## config.mk

```make
export PLATFORM = sky130hd
export DESIGN_NAME = iodelay_lane_ctrl
export DESIGN_NICKNAME = d
export VERILOG_FILES = /design/src/rtl/iodelay_fsm_pkg.sv /design/src/rtl/iodelay_types_pkg.sv /design/src/rtl/iodelay_lane_ctrl.sv /design/src/rtl/iodelay_seq_fsm.sv /design/src/rtl/iodelay_step_engine.sv
export SDC_FILE = /design/constraint.sdc
export NUM_CORES = 1
export LEC_CHECK = 0
export ABC_AREA = 1
export BUFFER_PORTS_ARGS = -buffer_cell sky130_fd_sc_hd__buf_2
export CAP_MARGIN = 20
export CORE_MARGIN = 2
export CORE_UTILIZATION = 50
export CTS_BUF_LIST = sky130_fd_sc_hd__clkbuf_8
export DETAILED_ROUTE_END_ITERATION = 8
export GPL_TIMING_DRIVEN = 0
export PLACE_DENSITY_LB_ADDON = 0.3
export SETUP_SLACK_MARGIN = 0.3
export SLEW_MARGIN = 30
export SYNTH_ARGS = -nofsm -noshare
export SYNTH_HDL_FRONTEND = slang
export SYNTH_HIERARCHICAL = 1
export SYNTH_SLANG_ARGS = --single-unit
```

## constraint.sdc

```tcl
create_clock -name riu_clk -period 2.75 [get_ports riu_clk]
set_clock_uncertainty 0.05 [all_clocks]
set_input_delay 0.1375 -clock riu_clk [delete_from_list [all_inputs] [get_ports riu_clk]]
set_output_delay 0.1375 -clock riu_clk [all_outputs]
set_load 0.05 [all_outputs]
```

## src/rtl/iodelay_fsm_pkg.sv

```systemverilog
package iodelay_fsm_pkg;

    // host command codes, bits [14:12] of the control word
    // codes 4..7 are decoded as a plain read
    typedef enum logic [2:0]
    {
        CMD_READ   = 3'd0,
        CMD_INC    = 3'd1,
        CMD_DEC    = 3'd2,
        CMD_UPDATE = 3'd3
    } cmd_e;

    // sequencer around every command
    typedef enum logic [3:0]
    {
        SEQ_IDLE,
        SEQ_VTC_WAIT,     // wait for vtc ready, then drop en_vtc
        SEQ_SETTLE_IN,
        SEQ_DECODE,
        SEQ_CE_PULSE,     // ce high
        SEQ_CE_HOLD,      // one quiet cycle after ce
        SEQ_UPDATE,       // step engine busy
        SEQ_SETTLE_OUT    // done, register clear, read-back
    } seq_state_e;

    // step engine, one round per step
    typedef enum logic [2:0]
    {
        STEP_IDLE,
        STEP_DIFF,
        STEP_ADDEND,
        STEP_NEWVAL,
        STEP_LOAD,
        STEP_WAIT,
        STEP_ACK
    } step_state_e;

endpackage

```

## src/rtl/iodelay_types_pkg.sv

```systemverilog
package iodelay_types_pkg;

    //////////////////////////////
    // widths
    //////////////////////////////

    typedef logic [8:0] delay_t;    // tap value of the delay line
    typedef logic [3:0] addend_t;   // size of one step

    //////////////////////////////
    // register layouts
    //////////////////////////////

    // host control word
    typedef struct packed
    {
        logic                  trig;      // rising edge starts a command
        iodelay_fsm_pkg::cmd_e cmd;
        logic [2:0]            reserved;
        delay_t                target;    // requested tap for an update
    } ctrl_reg_t;

    // status word back to the host
    typedef struct packed
    {
        logic       done;
        logic       error;      // tied low
        logic       modified;   // sticky since reset
        logic [3:0] reserved;
        delay_t     delay;      // last delay read back
    } status_reg_t;

    // strobes into the delay line
    typedef struct packed
    {
        logic load;
        logic ce;
        logic inc;
    } dly_strobe_t;

endpackage

```

## src/rtl/iodelay_lane_ctrl.sv

```systemverilog
`timescale 1ns/1ps

module iodelay_lane_ctrl
#(
    parameter int unsigned SETTLE_CYCLES    = 10,
    parameter int unsigned LOAD_WAIT_CYCLES = 5,
    parameter int unsigned MAX_STEP         = 8    // must fit addend_t
)
(
    input  logic                          riu_clk,
    input  logic                          rst_riu,
    input  iodelay_types_pkg::ctrl_reg_t   ctrl_reg_i,
    input  iodelay_types_pkg::delay_t      cntvalue_i,
    input  logic                          vtc_rdy_i,
    output iodelay_types_pkg::delay_t      cntvalue_o,
    output iodelay_types_pkg::dly_strobe_t strobe_o,
    output logic                          en_vtc_o,
    output logic                          rst_ctrl_reg_o,
    output iodelay_types_pkg::status_reg_t status_o
);
    import iodelay_types_pkg::*;

    // sequencer <-> step engine handshake
    logic   step_req;
    logic   step_ack;
    delay_t step_target;
    delay_t step_start;

    logic   load;       // from the step engine
    logic   ce;         // from the sequencer
    logic   inc;
    logic   done;
    logic   modified;
    delay_t readback;

    iodelay_seq_fsm #(
        .SETTLE_CYCLES (SETTLE_CYCLES)
    ) u_seq (
        .riu_clk        (riu_clk),
        .rst_riu        (rst_riu),
        .trig_i         (ctrl_reg_i.trig),
        .cmd_i          (ctrl_reg_i.cmd),
        .target_i       (ctrl_reg_i.target),
        .cntvalue_i     (cntvalue_i),
        .vtc_rdy_i      (vtc_rdy_i),
        .step_ack_i     (step_ack),
        .step_req_o     (step_req),
        .step_target_o  (step_target),
        .step_start_o   (step_start),
        .ce_o           (ce),
        .inc_o          (inc),
        .en_vtc_o       (en_vtc_o),
        .rst_ctrl_reg_o (rst_ctrl_reg_o),
        .done_o         (done),
        .modified_o     (modified),
        .readback_o     (readback)
    );

    iodelay_step_engine #(
        .LOAD_WAIT_CYCLES (LOAD_WAIT_CYCLES),
        .MAX_STEP         (MAX_STEP)
    ) u_step (
        .riu_clk       (riu_clk),
        .rst_riu       (rst_riu),
        .step_req_i    (step_req),
        .step_target_i (step_target),
        .step_start_i  (step_start),
        .cntvalue_i    (cntvalue_i),
        .step_ack_o    (step_ack),
        .load_o        (load),
        .cntvalue_o    (cntvalue_o)
    );

    //////////////////////////////
    // strobe merge, status word
    //////////////////////////////

    always_comb
    begin
        strobe_o      = '0;
        strobe_o.load = load;
        strobe_o.ce   = ce;
        strobe_o.inc  = inc;
    end

    always_comb
    begin
        status_o          = '0;
        status_o.done     = done;
        status_o.error    = 1'b0;     // no lane error source
        status_o.modified = modified;
        status_o.delay    = readback;
    end

endmodule

```

## src/rtl/iodelay_seq_fsm.sv

```systemverilog
`timescale 1ns/1ps

module iodelay_seq_fsm
#(
    parameter int unsigned SETTLE_CYCLES = 10
)
(
    input  logic                      riu_clk,
    input  logic                      rst_riu,
    input  logic                      trig_i,
    input  iodelay_fsm_pkg::cmd_e      cmd_i,
    input  iodelay_types_pkg::delay_t  target_i,
    input  iodelay_types_pkg::delay_t  cntvalue_i,
    input  logic                      vtc_rdy_i,
    input  logic                      step_ack_i,
    output logic                      step_req_o,
    output iodelay_types_pkg::delay_t  step_target_o,
    output iodelay_types_pkg::delay_t  step_start_o,
    output logic                      ce_o,
    output logic                      inc_o,
    output logic                      en_vtc_o,
    output logic                      rst_ctrl_reg_o,
    output logic                      done_o,
    output logic                      modified_o,
    output iodelay_types_pkg::delay_t  readback_o
);
    import iodelay_types_pkg::*;
    import iodelay_fsm_pkg::*;

    localparam int CNT_W = (SETTLE_CYCLES > 0) ? $clog2(SETTLE_CYCLES + 1) : 1;

    seq_state_e       state;
    logic             trig_d;
    logic             trig_re;      // registered rising edge
    cmd_e             cmd_q;
    delay_t           target_q;
    logic [CNT_W-1:0] cnt;          // shared by both settle waits
    logic             cnt_last;

    assign cnt_last = (cnt == CNT_W'(SETTLE_CYCLES));

    //////////////////////////////
    // trigger edge
    //////////////////////////////

    always_ff @(posedge riu_clk or posedge rst_riu)
    begin
        if (rst_riu)
        begin
            trig_d  <= 1'b0;
            trig_re <= 1'b0;
        end
        else
        begin
            trig_d  <= trig_i;
            trig_re <= trig_i & ~trig_d;
        end
    end

    // target and start value only matter while step_req is high
    always_ff @(posedge riu_clk)
    begin
        if (state == SEQ_IDLE && trig_re)
            target_q <= target_i;
        if (state == SEQ_DECODE)
            step_start_o <= cntvalue_i;
    end

    assign step_target_o  = target_q;
    assign rst_ctrl_reg_o = (state == SEQ_SETTLE_OUT);   // host clears trig meanwhile

    //////////////////////////////
    // sequencer
    //////////////////////////////

    always_ff @(posedge riu_clk or posedge rst_riu)
    begin
        if (rst_riu)
        begin
            state      <= SEQ_IDLE;
            cmd_q      <= CMD_READ;
            cnt        <= '0;
            step_req_o <= 1'b0;
            ce_o       <= 1'b0;
            inc_o      <= 1'b0;
            en_vtc_o   <= 1'b1;
            done_o     <= 1'b0;
            modified_o <= 1'b0;
            readback_o <= '0;
        end
        else
        begin
            case (state)
                SEQ_IDLE:
                begin
                    cnt <= '0;
                    if (trig_re)
                    begin
                        cmd_q <= cmd_i;
                        state <= SEQ_VTC_WAIT;
                    end
                end
                SEQ_VTC_WAIT:
                begin
                    if (vtc_rdy_i)          // no time limit on this stall
                    begin
                        en_vtc_o <= 1'b0;
                        done_o   <= 1'b0;
                        state    <= SEQ_SETTLE_IN;
                    end
                end
                SEQ_SETTLE_IN:
                begin
                    cnt <= cnt_last ? '0 : cnt + 1'b1;
                    if (cnt_last)
                        state <= SEQ_DECODE;
                end
                SEQ_DECODE:
                begin
                    readback_o <= cntvalue_i;
                    case (cmd_q)
                        CMD_INC, CMD_DEC:
                        begin
                            ce_o       <= 1'b1;
                            inc_o      <= (cmd_q == CMD_INC);
                            modified_o <= 1'b1;
                            state      <= SEQ_CE_PULSE;
                        end
                        CMD_UPDATE:
                        begin
                            step_req_o <= 1'b1;
                            modified_o <= 1'b1;
                            state      <= SEQ_UPDATE;
                        end
                        default: state <= SEQ_SETTLE_OUT;   // read and unused codes
                    endcase
                end
                SEQ_CE_PULSE:
                begin
                    ce_o  <= 1'b0;
                    inc_o <= 1'b0;
                    state <= SEQ_CE_HOLD;
                end
                SEQ_CE_HOLD:
                    state <= SEQ_SETTLE_OUT;
                SEQ_UPDATE:
                begin
                    if (step_ack_i)
                    begin
                        step_req_o <= 1'b0;     // engine drops ack after this
                        state      <= SEQ_SETTLE_OUT;
                    end
                end
                SEQ_SETTLE_OUT:
                begin
                    done_o     <= 1'b1;
                    readback_o <= cntvalue_i;   // track the line while settling
                    cnt        <= cnt_last ? '0 : cnt + 1'b1;
                    if (cnt_last)
                    begin
                        en_vtc_o <= 1'b1;
                        state    <= SEQ_IDLE;
                    end
                end
                default: state <= SEQ_IDLE;
            endcase
        end
    end

endmodule

```

## src/rtl/iodelay_step_engine.sv

```systemverilog
`timescale 1ns/1ps

module iodelay_step_engine
#(
    parameter int unsigned LOAD_WAIT_CYCLES = 5,
    parameter int unsigned MAX_STEP         = 8
)
(
    input  logic                      riu_clk,
    input  logic                      rst_riu,
    input  logic                      step_req_i,
    input  iodelay_types_pkg::delay_t  step_target_i,
    input  iodelay_types_pkg::delay_t  step_start_i,
    input  iodelay_types_pkg::delay_t  cntvalue_i,
    output logic                      step_ack_o,
    output logic                      load_o,
    output iodelay_types_pkg::delay_t  cntvalue_o
);
    import iodelay_types_pkg::*;
    import iodelay_fsm_pkg::*;

    localparam int WAIT_W = (LOAD_WAIT_CYCLES > 0) ? $clog2(LOAD_WAIT_CYCLES + 1) : 1;

    step_state_e       state;
    logic [WAIT_W-1:0] wait_cnt;
    logic              wait_last;

    delay_t  cur;       // line value at the start of a round
    delay_t  diff;
    logic    dir_up;
    addend_t addend;

    assign wait_last = (wait_cnt == WAIT_W'(LOAD_WAIT_CYCLES));

    //////////////////////////////
    // datapath
    //////////////////////////////

    always_ff @(posedge riu_clk)
    begin
        case (state)
            STEP_IDLE:
                cur <= step_start_i;
            STEP_DIFF:
            begin
                if (step_target_i > cur)
                begin
                    diff   <= step_target_i - cur;
                    dir_up <= 1'b1;
                end
                else
                begin
                    diff   <= cur - step_target_i;   // zero when on target
                    dir_up <= 1'b0;
                end
            end
            STEP_ADDEND:
            begin
                if (diff > delay_t'(MAX_STEP))
                    addend <= addend_t'(MAX_STEP);
                else
                    addend <= addend_t'(diff);
            end
            STEP_NEWVAL:
                cntvalue_o <= dir_up ? cur + delay_t'(addend) : cur - delay_t'(addend);
            STEP_WAIT:
            begin
                if (wait_last)
                    cur <= cntvalue_i;      // re-read after the load
            end
            default: ;
        endcase
    end

    //////////////////////////////
    // control
    //////////////////////////////

    always_ff @(posedge riu_clk or posedge rst_riu)
    begin
        if (rst_riu)
        begin
            state      <= STEP_IDLE;
            wait_cnt   <= '0;
            load_o     <= 1'b0;
            step_ack_o <= 1'b0;
        end
        else
        begin
            case (state)
                STEP_IDLE:
                begin
                    wait_cnt <= '0;
                    if (step_req_i)
                        state <= STEP_DIFF;
                end
                STEP_DIFF:   state <= STEP_ADDEND;
                STEP_ADDEND: state <= STEP_NEWVAL;
                STEP_NEWVAL:
                begin
                    load_o <= 1'b1;     // one-cycle load
                    state  <= STEP_LOAD;
                end
                STEP_LOAD:
                begin
                    load_o <= 1'b0;
                    if (diff != '0)
                        state <= STEP_WAIT;
                    else
                    begin
                        step_ack_o <= 1'b1;     // line sits at the target
                        state      <= STEP_ACK;
                    end
                end
                STEP_WAIT:
                begin
                    wait_cnt <= wait_last ? '0 : wait_cnt + 1'b1;
                    if (wait_last)
                        state <= STEP_DIFF;
                end
                STEP_ACK:
                begin
                    if (!step_req_i)
                    begin
                        step_ack_o <= 1'b0;
                        state      <= STEP_IDLE;
                    end
                end
                default: state <= STEP_IDLE;
            endcase
        end
    end

endmodule

```

# Word level (Yosys, flattened, before mapping)

Cells that the tools add are included.

Flip-flop bits (word level): 86
Bits of input ports: 28
Word-level logic and storage cells: 123

Add/sub/neg operators: 6
Magnitude comparators: 2
Equality and inequality tests: 29
Mux-type cells: 36
Bitwise operators: 2
Reductions and logical operators: 25

Operators by type and width:

| operator                                             | count |
|---|---|
| one-hot mux 4 bit (8 select lines)                   | 1 |
| two-way mux 9 bit                                    | 3 |
| two-way mux 4 bit                                    | 6 |
| one-hot mux 3 bit (7 select lines)                   | 1 |
| one-hot mux 9 bit (2 select lines)                   | 1 |
| subtractor 9 bit                                     | 2 |
| equality test 4 x 3 -> 1 bit (second input constant) | 4 |
| one-hot mux 1 bit (2 select lines)                   | 7 |
| nonzero test 2 bit                                   | 7 |
| equality test 3 x 2 -> 1 bit (second input constant) | 4 |
| equality test 3 bit (second input constant)          | 4 |
| two-way mux 3 bit                                    | 4 |
| != test 2 bit (second input constant)                | 6 |
| AND reduction 3 bit                                  | 4 |
| != test 2 x 1 -> 1 bit (second input constant)       | 5 |
| AND reduction 2 bit                                  | 5 |
| adder 9 x 4 -> 9 bit                                 | 1 |
| > comparator 9 x 4 -> 1 bit (second input constant)  | 1 |
| > comparator 9 bit                                   | 1 |
| two-way mux 1 bit                                    | 9 |
| nonzero test 9 bit                                   | 1 |
| subtractor 9 x 4 -> 9 bit                            | 1 |
| equality test 4 x 2 -> 1 bit (second input constant) | 2 |
| one-hot mux 4 bit (2 select lines)                   | 1 |
| other kinds (16)                                     | 19 |

# Depth between registers and ports, before layout

Gate-level depths: netlist (run 1).

Depth in word-level cells: 4
Gate-level depth with buffers: 14

# Cells and area by module

Netlist (run 1), hierarchy kept.

By module, submodules not included:

| module              | times used | cells each | area an instance (µm²) | sequential area each (µm²) |
|---|---|---|---|---|
| iodelay_step_engine | 1          | 401        | 3041.7                 | 1161.1 |
| iodelay_seq_fsm     | 1          | 144        | 1771.7                 | 1217.4 |
| iodelay_lane_ctrl   | 1          | 11         | 78.8                   | 0.0 |

# Worst setup path after synthesis (run 1)

OpenSTA, ideal clock, no wires.

Path type: flip-flop to flip-flop
From: register u_step.addend[0]
To: register u_step.cntvalue_o[6], data pin
Arrival: 1.918 ns
Setup slack: 0.523 ns
Stages on the path, launching flop included: 11
Buffers on the path: 0
Path through: edfxtp_1 > nor3_1 > ha_1 > nand2_1 > o21ai_0 > ha_1 > nand2_1 > o21ai_0 > nand3_1 > nand2_1 > xor2_1

Cells in the longest elaborated chain, start to end: 2
Elaborated cells between the ends (all ways): 3

RTL lines:

| element                                                                  | RTL line                  | text |
|---|---|---|
| start: declaration                                                       | iodelay_step_engine.sv:31 | `addend_t addend;` |
| start signal: assignment                                                 | iodelay_step_engine.sv:60 | `addend <= addend_t'(MAX_STEP);` |
| start signal: assignment                                                 | iodelay_step_engine.sv:62 | `addend <= addend_t'(diff);` |
| subtractor 9 x 4 -> 9 bit / adder 9 x 4 -> 9 bit (equally long branches) | iodelay_step_engine.sv:65 | `cntvalue_o <= dir_up ? cur + delay_t'(addend) : cur - delay_t'(addend);` |
| two-way mux 9 bit (*)                                                    | iodelay_step_engine.sv:65 |  |
| end signal: assignment                                                   | iodelay_step_engine.sv:65 |  |
| end: declaration                                                         | iodelay_step_engine.sv:17 | `output iodelay_types_pkg::delay_t cntvalue_o` |

Every way passes the cells marked *; elsewhere a longest branch is shown, timed or not.
A chain may end at the register's enable or synchronous reset.

# Final worst setup path (run 1)

Ends and elaborated chain as after synthesis.

==> flow_summary.yaml, run 1 <==
sta:
  setup_viol: 0
  min_period_over_period: 0.851
  max_slew.worst_pin.slew_ns: 0.884
  finalHoldViolCount: 0
  fmax_mhz: 427
  rsz0062_at_grt: "yes"
  slew_headroom: 0.408
  drv_slew: 0
  fin_tns_setup_ns: 0
  period_needed_ns: 2.34
  whs_ns: 0.0437
grt:
  grt_start_max_net_pins: 28
  grt_pass1_wl_um: 16500
  grt_pass1_vias: 3830
  track_usage: 0.201
  grt_antenna_before_repair: 0
  overflow: 0
yosys:
  synth_top_flop_cell: "edfxtp_1"
  netlist.area_leader.share: 0.307
  ys_warn_count: 6
  synth_seq_area_share: 0.486
  avgSynthCellArea_sq_um: 8.80
  ys_types: 38
  syn_area_sq_um: 4890
  async_flop_share: 0.412
  synth_seq_cells: 85
  synth-edff-count: 50
  yosys.area.top_type: "edfxtp_1"
  synth_common_cells: "nand2_1, inv_1, edfxtp_1"
  synth_top_cells_by_area: "edfxtp_1, dfrtp_1, nand2_1"
  netlist_instances: 556
  yosysMostFrequentCell: "nand2_1"
layout:
  syn_to_final_growth_pct: 18.2
  fin_util: 0.600
  diodes: 0
  fin_area_sq_um: 5780
  final_nets: 704
  drive_gt1_frac: 0.179
routing:
  firstDrtPassIters: 5
  drtIter0Drc: 177
  ant_nets: 0
  via_per_inst: 4.95
  routed_wl_um: 10000
  via_count: 3874
  wl_per_cell_um: 12.8
  drcViolationCount: 0
critical_path:
  crit_path_start_kind: "flip-flop"
  required_ns: 2.81
  path_max_fanout: 3
  crit_type: "reg2reg"
  setup.worst_path.end_class: "flip-flop"
  crit_arrival_ns: 2.40
floorplanning:
  io-pin-count: 58
  die_h_um: 103
  core_sq_um: 9640
  rows: 36
  dieArea_sq_um: 10600
  fp.dieW_um: 103
  initial_core_util: 0.508
clock_network:
  tritoncts: "done"
  worstSkewPairLatency_ns: 0.35
  clockRootBuffer: "clkbuf_8"
  clock-sinks: 85
  clkSlewWorstSetupHoldPaths_ns: 0.09
  cts_buffers: 9
  clockBufferDepth: 2
  htreeDepth: 3
run:
  cap_violations: 0
placement:
  port_buffers: 49
  place.gp.congestion: 0.935
  hpwl_um: 7500
  placed_area_sq_um: 5320
pwr:
  power_leakage_uw: 0.00293
  power_density_nw_per_um2: 1190
  power_uw: 6870
  peakVddDrop_uv: 754
status:
  status: "finished, final reports clean"
worst_hold_path:
  hold_class: "in2reg"
## path summary, 6_finish.rpt
check | startpoint | endpoint | slack, ns | depth (start not counted)
worst max-delay path | u_step/addend[0] | u_step/cntvalue_o[6] | 0.41 | 10
min in group asynchronous | rst_riu | u_step/step_ack_o | 0.23 | 3
worst min register to register | u_seq/trig_d | u_seq/trig_re | 0.36 | 1
worst max register to register | u_step/addend[0] | u_step/cntvalue_o[6] | 0.41 | 10
max in group asynchronous | rst_riu | u_seq/readback_o[5] | 1.93 | 3
worst min-delay path | vtc_rdy_i | u_seq/done_o | 0.04 | 4
## cell families (layout without fill, tap and decap cells)
group,count (synthesis),in the layout,synth area share
AOI/OAI and AO/OA,47,47,0.0545
DFF,85,85,0.486
buffers and inverters,115,204,0.105
muxes,9,9,0.0207
and+or+nand+nor,253,253,0.221
xor gates and xnor gates,14,14,0.0251
other,1,5,0.000767
adders and majority gates,32,32,0.0864
## metrics by stage
step	setup WS, ns	instances
final	0.409	782
after global routing	0.283	782
after CTS	0.306	781
after detailed placement	0.178	742
after global placement	0.281	742
after floorplan	0.523	560
## worst max-delay path: stages (launching register included)
cell	delay (ns)
edfxtp_1	0.41
inv_1	0.07
ha_1	0.28
inv_1	0.03
o21ai_0	0.21
inv_1	0.11
fa_1	0.45
o21ai_2	0.22
nand3_1	0.11
nand2_1	0.09
xor2_1	0.07
## layer usage
metal,wire length (um),up-vias,GRT usage
li1,-,1939,-
met1,4300,1795,0.235
met5,0,-,0
met4,364,0,0.106
met3,439,27,0.0325
met2,4900,113,0.356
## registers in the layout (all words and copies together), names as in the netlist, 3 cells and up
name                 cells
u_seq/step_start_o       9
u_step/diff              9
u_seq/cnt                4
u_step/addend            4
u_step/wait_cnt          3
u_seq/cmd_q              3
u_seq/readback_o         9
u_step/state             3
u_step/cntvalue_o        9
u_seq/state              3
u_seq/step_target_o      9
u_step/cur               9
## final cells by class
| class | instances | area [sq um] |
|---|---|---|
| multi-input cells | 360 | 2040 |
| flip-flops and latches | 85 | 2380 |
| clock buffers | 9 | 124 |
| fillers | 880 | 3860 |
| inverters | 97 | 364 |
| plain buffers | 18 | 150 |
| clock inverters | 7 | 78.8 |
| well taps | 133 | 166 |
| repair buffers | 73 | 483 |
## placed cells by master (no fill, tap or decap), drive strengths merged
cell type / n
clkinv: 2
or3: 1
nor2: 28
xnor2: 4
o22ai: 5
or2: 1
clkbuf: 12
nand3b: 2
xor2: 10
mux2: 9
a21o: 1
nand3: 42
nor3: 7
fa: 3
nand4: 6
a21oi: 13
ha: 29
inv: 101
nand2: 166
o2111ai: 1
dfrtp: 34
a31oi: 2
buf: 65
bufinv: 1
edfxtp: 50
dfstp: 1
conb: 5
dlygate4sd3: 23
o211a: 1
o21ai: 24
## power by group
group / switching (uW) / internal [uW] / total [uW]
registers: 307 / 2000 / 2300
clock network: 487 / 434 / 921
logic: 2390 / 1260 / 3650
total: 3180 / 3690 / 6870
## timing repair
item                       in CTS  in global routing
buffers inserted                0                  1
hold buffers                   23                  0
hold endpoints to repair       62                  0
resized for setup               1                  5
pin swaps                       0                  2
setup endpoints to repair       2                  3
Power figures use the tool's default switching activity.
==> run 2: changes to the inputs <==
- CORE_MARGIN: 2 -> 4
==> flow_summary.yaml, run 2 (synthesis results as in run 1) <==
status:
  status: "finished, final reports clean"
layout:
  mostFrequentLayoutCell: "nand2_1"
  mostFrequentLayoutCells: "nand2_1, inv_1, buf_2"
  syn_to_final_growth_pct: 19.3
  drive_gt1_frac: 0.182
  final_nets: 705
  diodes: 0
sta:
  finalHoldViolCount: 0
  period_needed_ns: 2.26
  fmax_mhz: 442
  min_period_over_period: 0.823
  rsz0062_at_grt: "no"
  fin_tns_setup_ns: 0
  slew_headroom: 0.401
  max_slew.worst_pin.slew_ns: 0.896
  setup_viol: 0
  whs_ns: 0.0646
  drv_slew: 0
clock_network:
  clockRootBuffer: "clkbuf_8"
  htreeDepth: 3
  clock-sinks: 85
  worstSkewPairLatency_ns: 0.36
  cts_buffers: 9
  tritoncts: "done"
  clkSlewWorstSetupHoldPaths_ns: 0.09
  clockBufferDepth: 2
worst_hold_path:
  hold_class: "in2reg"
  holdPathStages: 4
critical_path:
  path_max_fanout: 4
  crit_arrival_ns: 2.32
  critPathMaxStageDelay_ns: 0.44
  critPathTopFamily: "adder cells"
  path_depth: 10
  required_ns: 2.81
  slowest_stage: "edfxtp_1"
  crit_type: "reg2reg"
  reg2reg_depth: 10
  setup.worst_path.end_class: "flip-flop"
  crit_path_start_kind: "flip-flop"
  crit_chain: "nor3_2 -> ha_1 -> nand2_1 -> o21ai_0 -> ha_1 -> a21oi_2 -> o21ai_2 -> nand3_1 -> nand2_1 -> xor2_1"
  critical_path_buf_inv_count: 0
placement:
  place.gp.congestion: 0.881
  hpwl_um: 7560
  port_buffers: 49
pwr:
  peakVddDrop_uv: 820
  power_frac_seq: 0.325
  intPower_uw: 3890
  switching_power_uw: 3210
  pwr-share-comb: 0.519
  switching_share: 0.452
  clkPwrFrac: 0.156
  power_leakage_uw: 0.00295
  power_density_nw_per_um2: 1220
floorplanning:
  core_sq_um: 9370
  dieArea_sq_um: 11400
  rows: 35
  io-pin-count: 58
  initial_core_util: 0.522
  fp.dieW_um: 107
  die_h_um: 107
routing:
  drcViolationCount: 0
  wl_per_cell_um: 13.2
  drtIter0Drc: 273
  routed_wl_um: 10300
  via_per_inst: 5.04
  firstDrtPassIters: 5
  ant_nets: 0
  via_count: 3928
grt:
  grt_start_max_net_pins: 28
  grt_antenna_before_repair: 0
  track_usage: 0.190
  overflow: 0
  grt_pass1_vias: 3838
  grt_pass1_wl_um: 17500
run:
  cap_violations: 0
## run 2: power by group through the flow
| stage | clock network (uW) | registers [uW] | logic (uW) |
|---|---|---|---|
| 6_report | 1110 | 2310 | 3680 |
| 3_5_place_dp | 0 | 2330 | 3570 |
| 5_1_grt | 1180 | 2360 | 4140 |
| 2_1_floorplan | 0 | 2620 | 2470 |
| 4_1_cts | 1140 | 2310 | 3610 |
| 3_3_place_gp | 0 | 2300 | 3440 |
## run 2: what timing repair did
item                       CTS  global route
gates resized for setup      1             7
buffers inserted             0             1
setup endpoints to repair    2             4
hold endpoints to repair    66             0
pin swaps                    0             1
hold buffers                23             0
## run 2: layout make-up
| class | count | area (sq um) |
|---|---|---|
| Clock buffer | 9 | 124 |
| Buffer | 18 | 150 |
| Clock inverter | 7 | 130 |
| Tap cell | 129 | 161 |
| Inverter | 97 | 364 |
| Timing Repair Buffer | 74 | 490 |
| Sequential cell | 85 | 2380 |
| Fill cell | 833 | 3530 |
| Multi-Input combinational cell | 360 | 2040 |
## run 2: worst min-delay path, stage by stage
cell     delay, ns
buf_2         0.11
inv_1         0.06
o21ai_0       0.09
nand2_1       0.06
## run 2: final timing paths
path                             startpoint                    to  slack (ns)
setup / recovery           u_step/addend[0]  u_step/cntvalue_o[6]        0.49
hold / removal                    vtc_rdy_i          u_seq/done_o        0.06
setup reg to reg           u_step/addend[0]  u_step/cntvalue_o[6]        0.49
hold reg to reg                u_seq/trig_d         u_seq/trig_re        0.35
max in group asynchronous           rst_riu        u_seq/cmd_q[1]        1.89
min in group asynchronous           rst_riu    u_step/wait_cnt[2]        0.26
## run 2: layer usage
| metal | up-vias | wire length (um) | track usage |
|---|---|---|---|
| li1 | 1944 | - | - |
| met1 | 1841 | 4400 | 0.232 |
| met2 | 118 | 5160 | 0.331 |
| met3 | 25 | 458 | 0.0367 |
| met4 | 0 | 276 | 0.0776 |
| met5 | - | 0 | 0 |
## run 2: stage by stage
step / setup slack, ns / util / std cells / power, uW / instance area (sq um)
finish: 0.488 / 0.623 / 779 / 7100 / 5840
global route: 0.278 / 0.623 / 779 / 7680 / 5840
CTS: 0.383 / 0.620 / 778 / 7060 / 5810
detailed placement: 0.270 / 0.568 / 739 / 5900 / 5330
global placement: 0.296 / 0.567 / 738 / 5750 / 5310
floorplan: 0.523 / - / 560 / 5090 / 4910
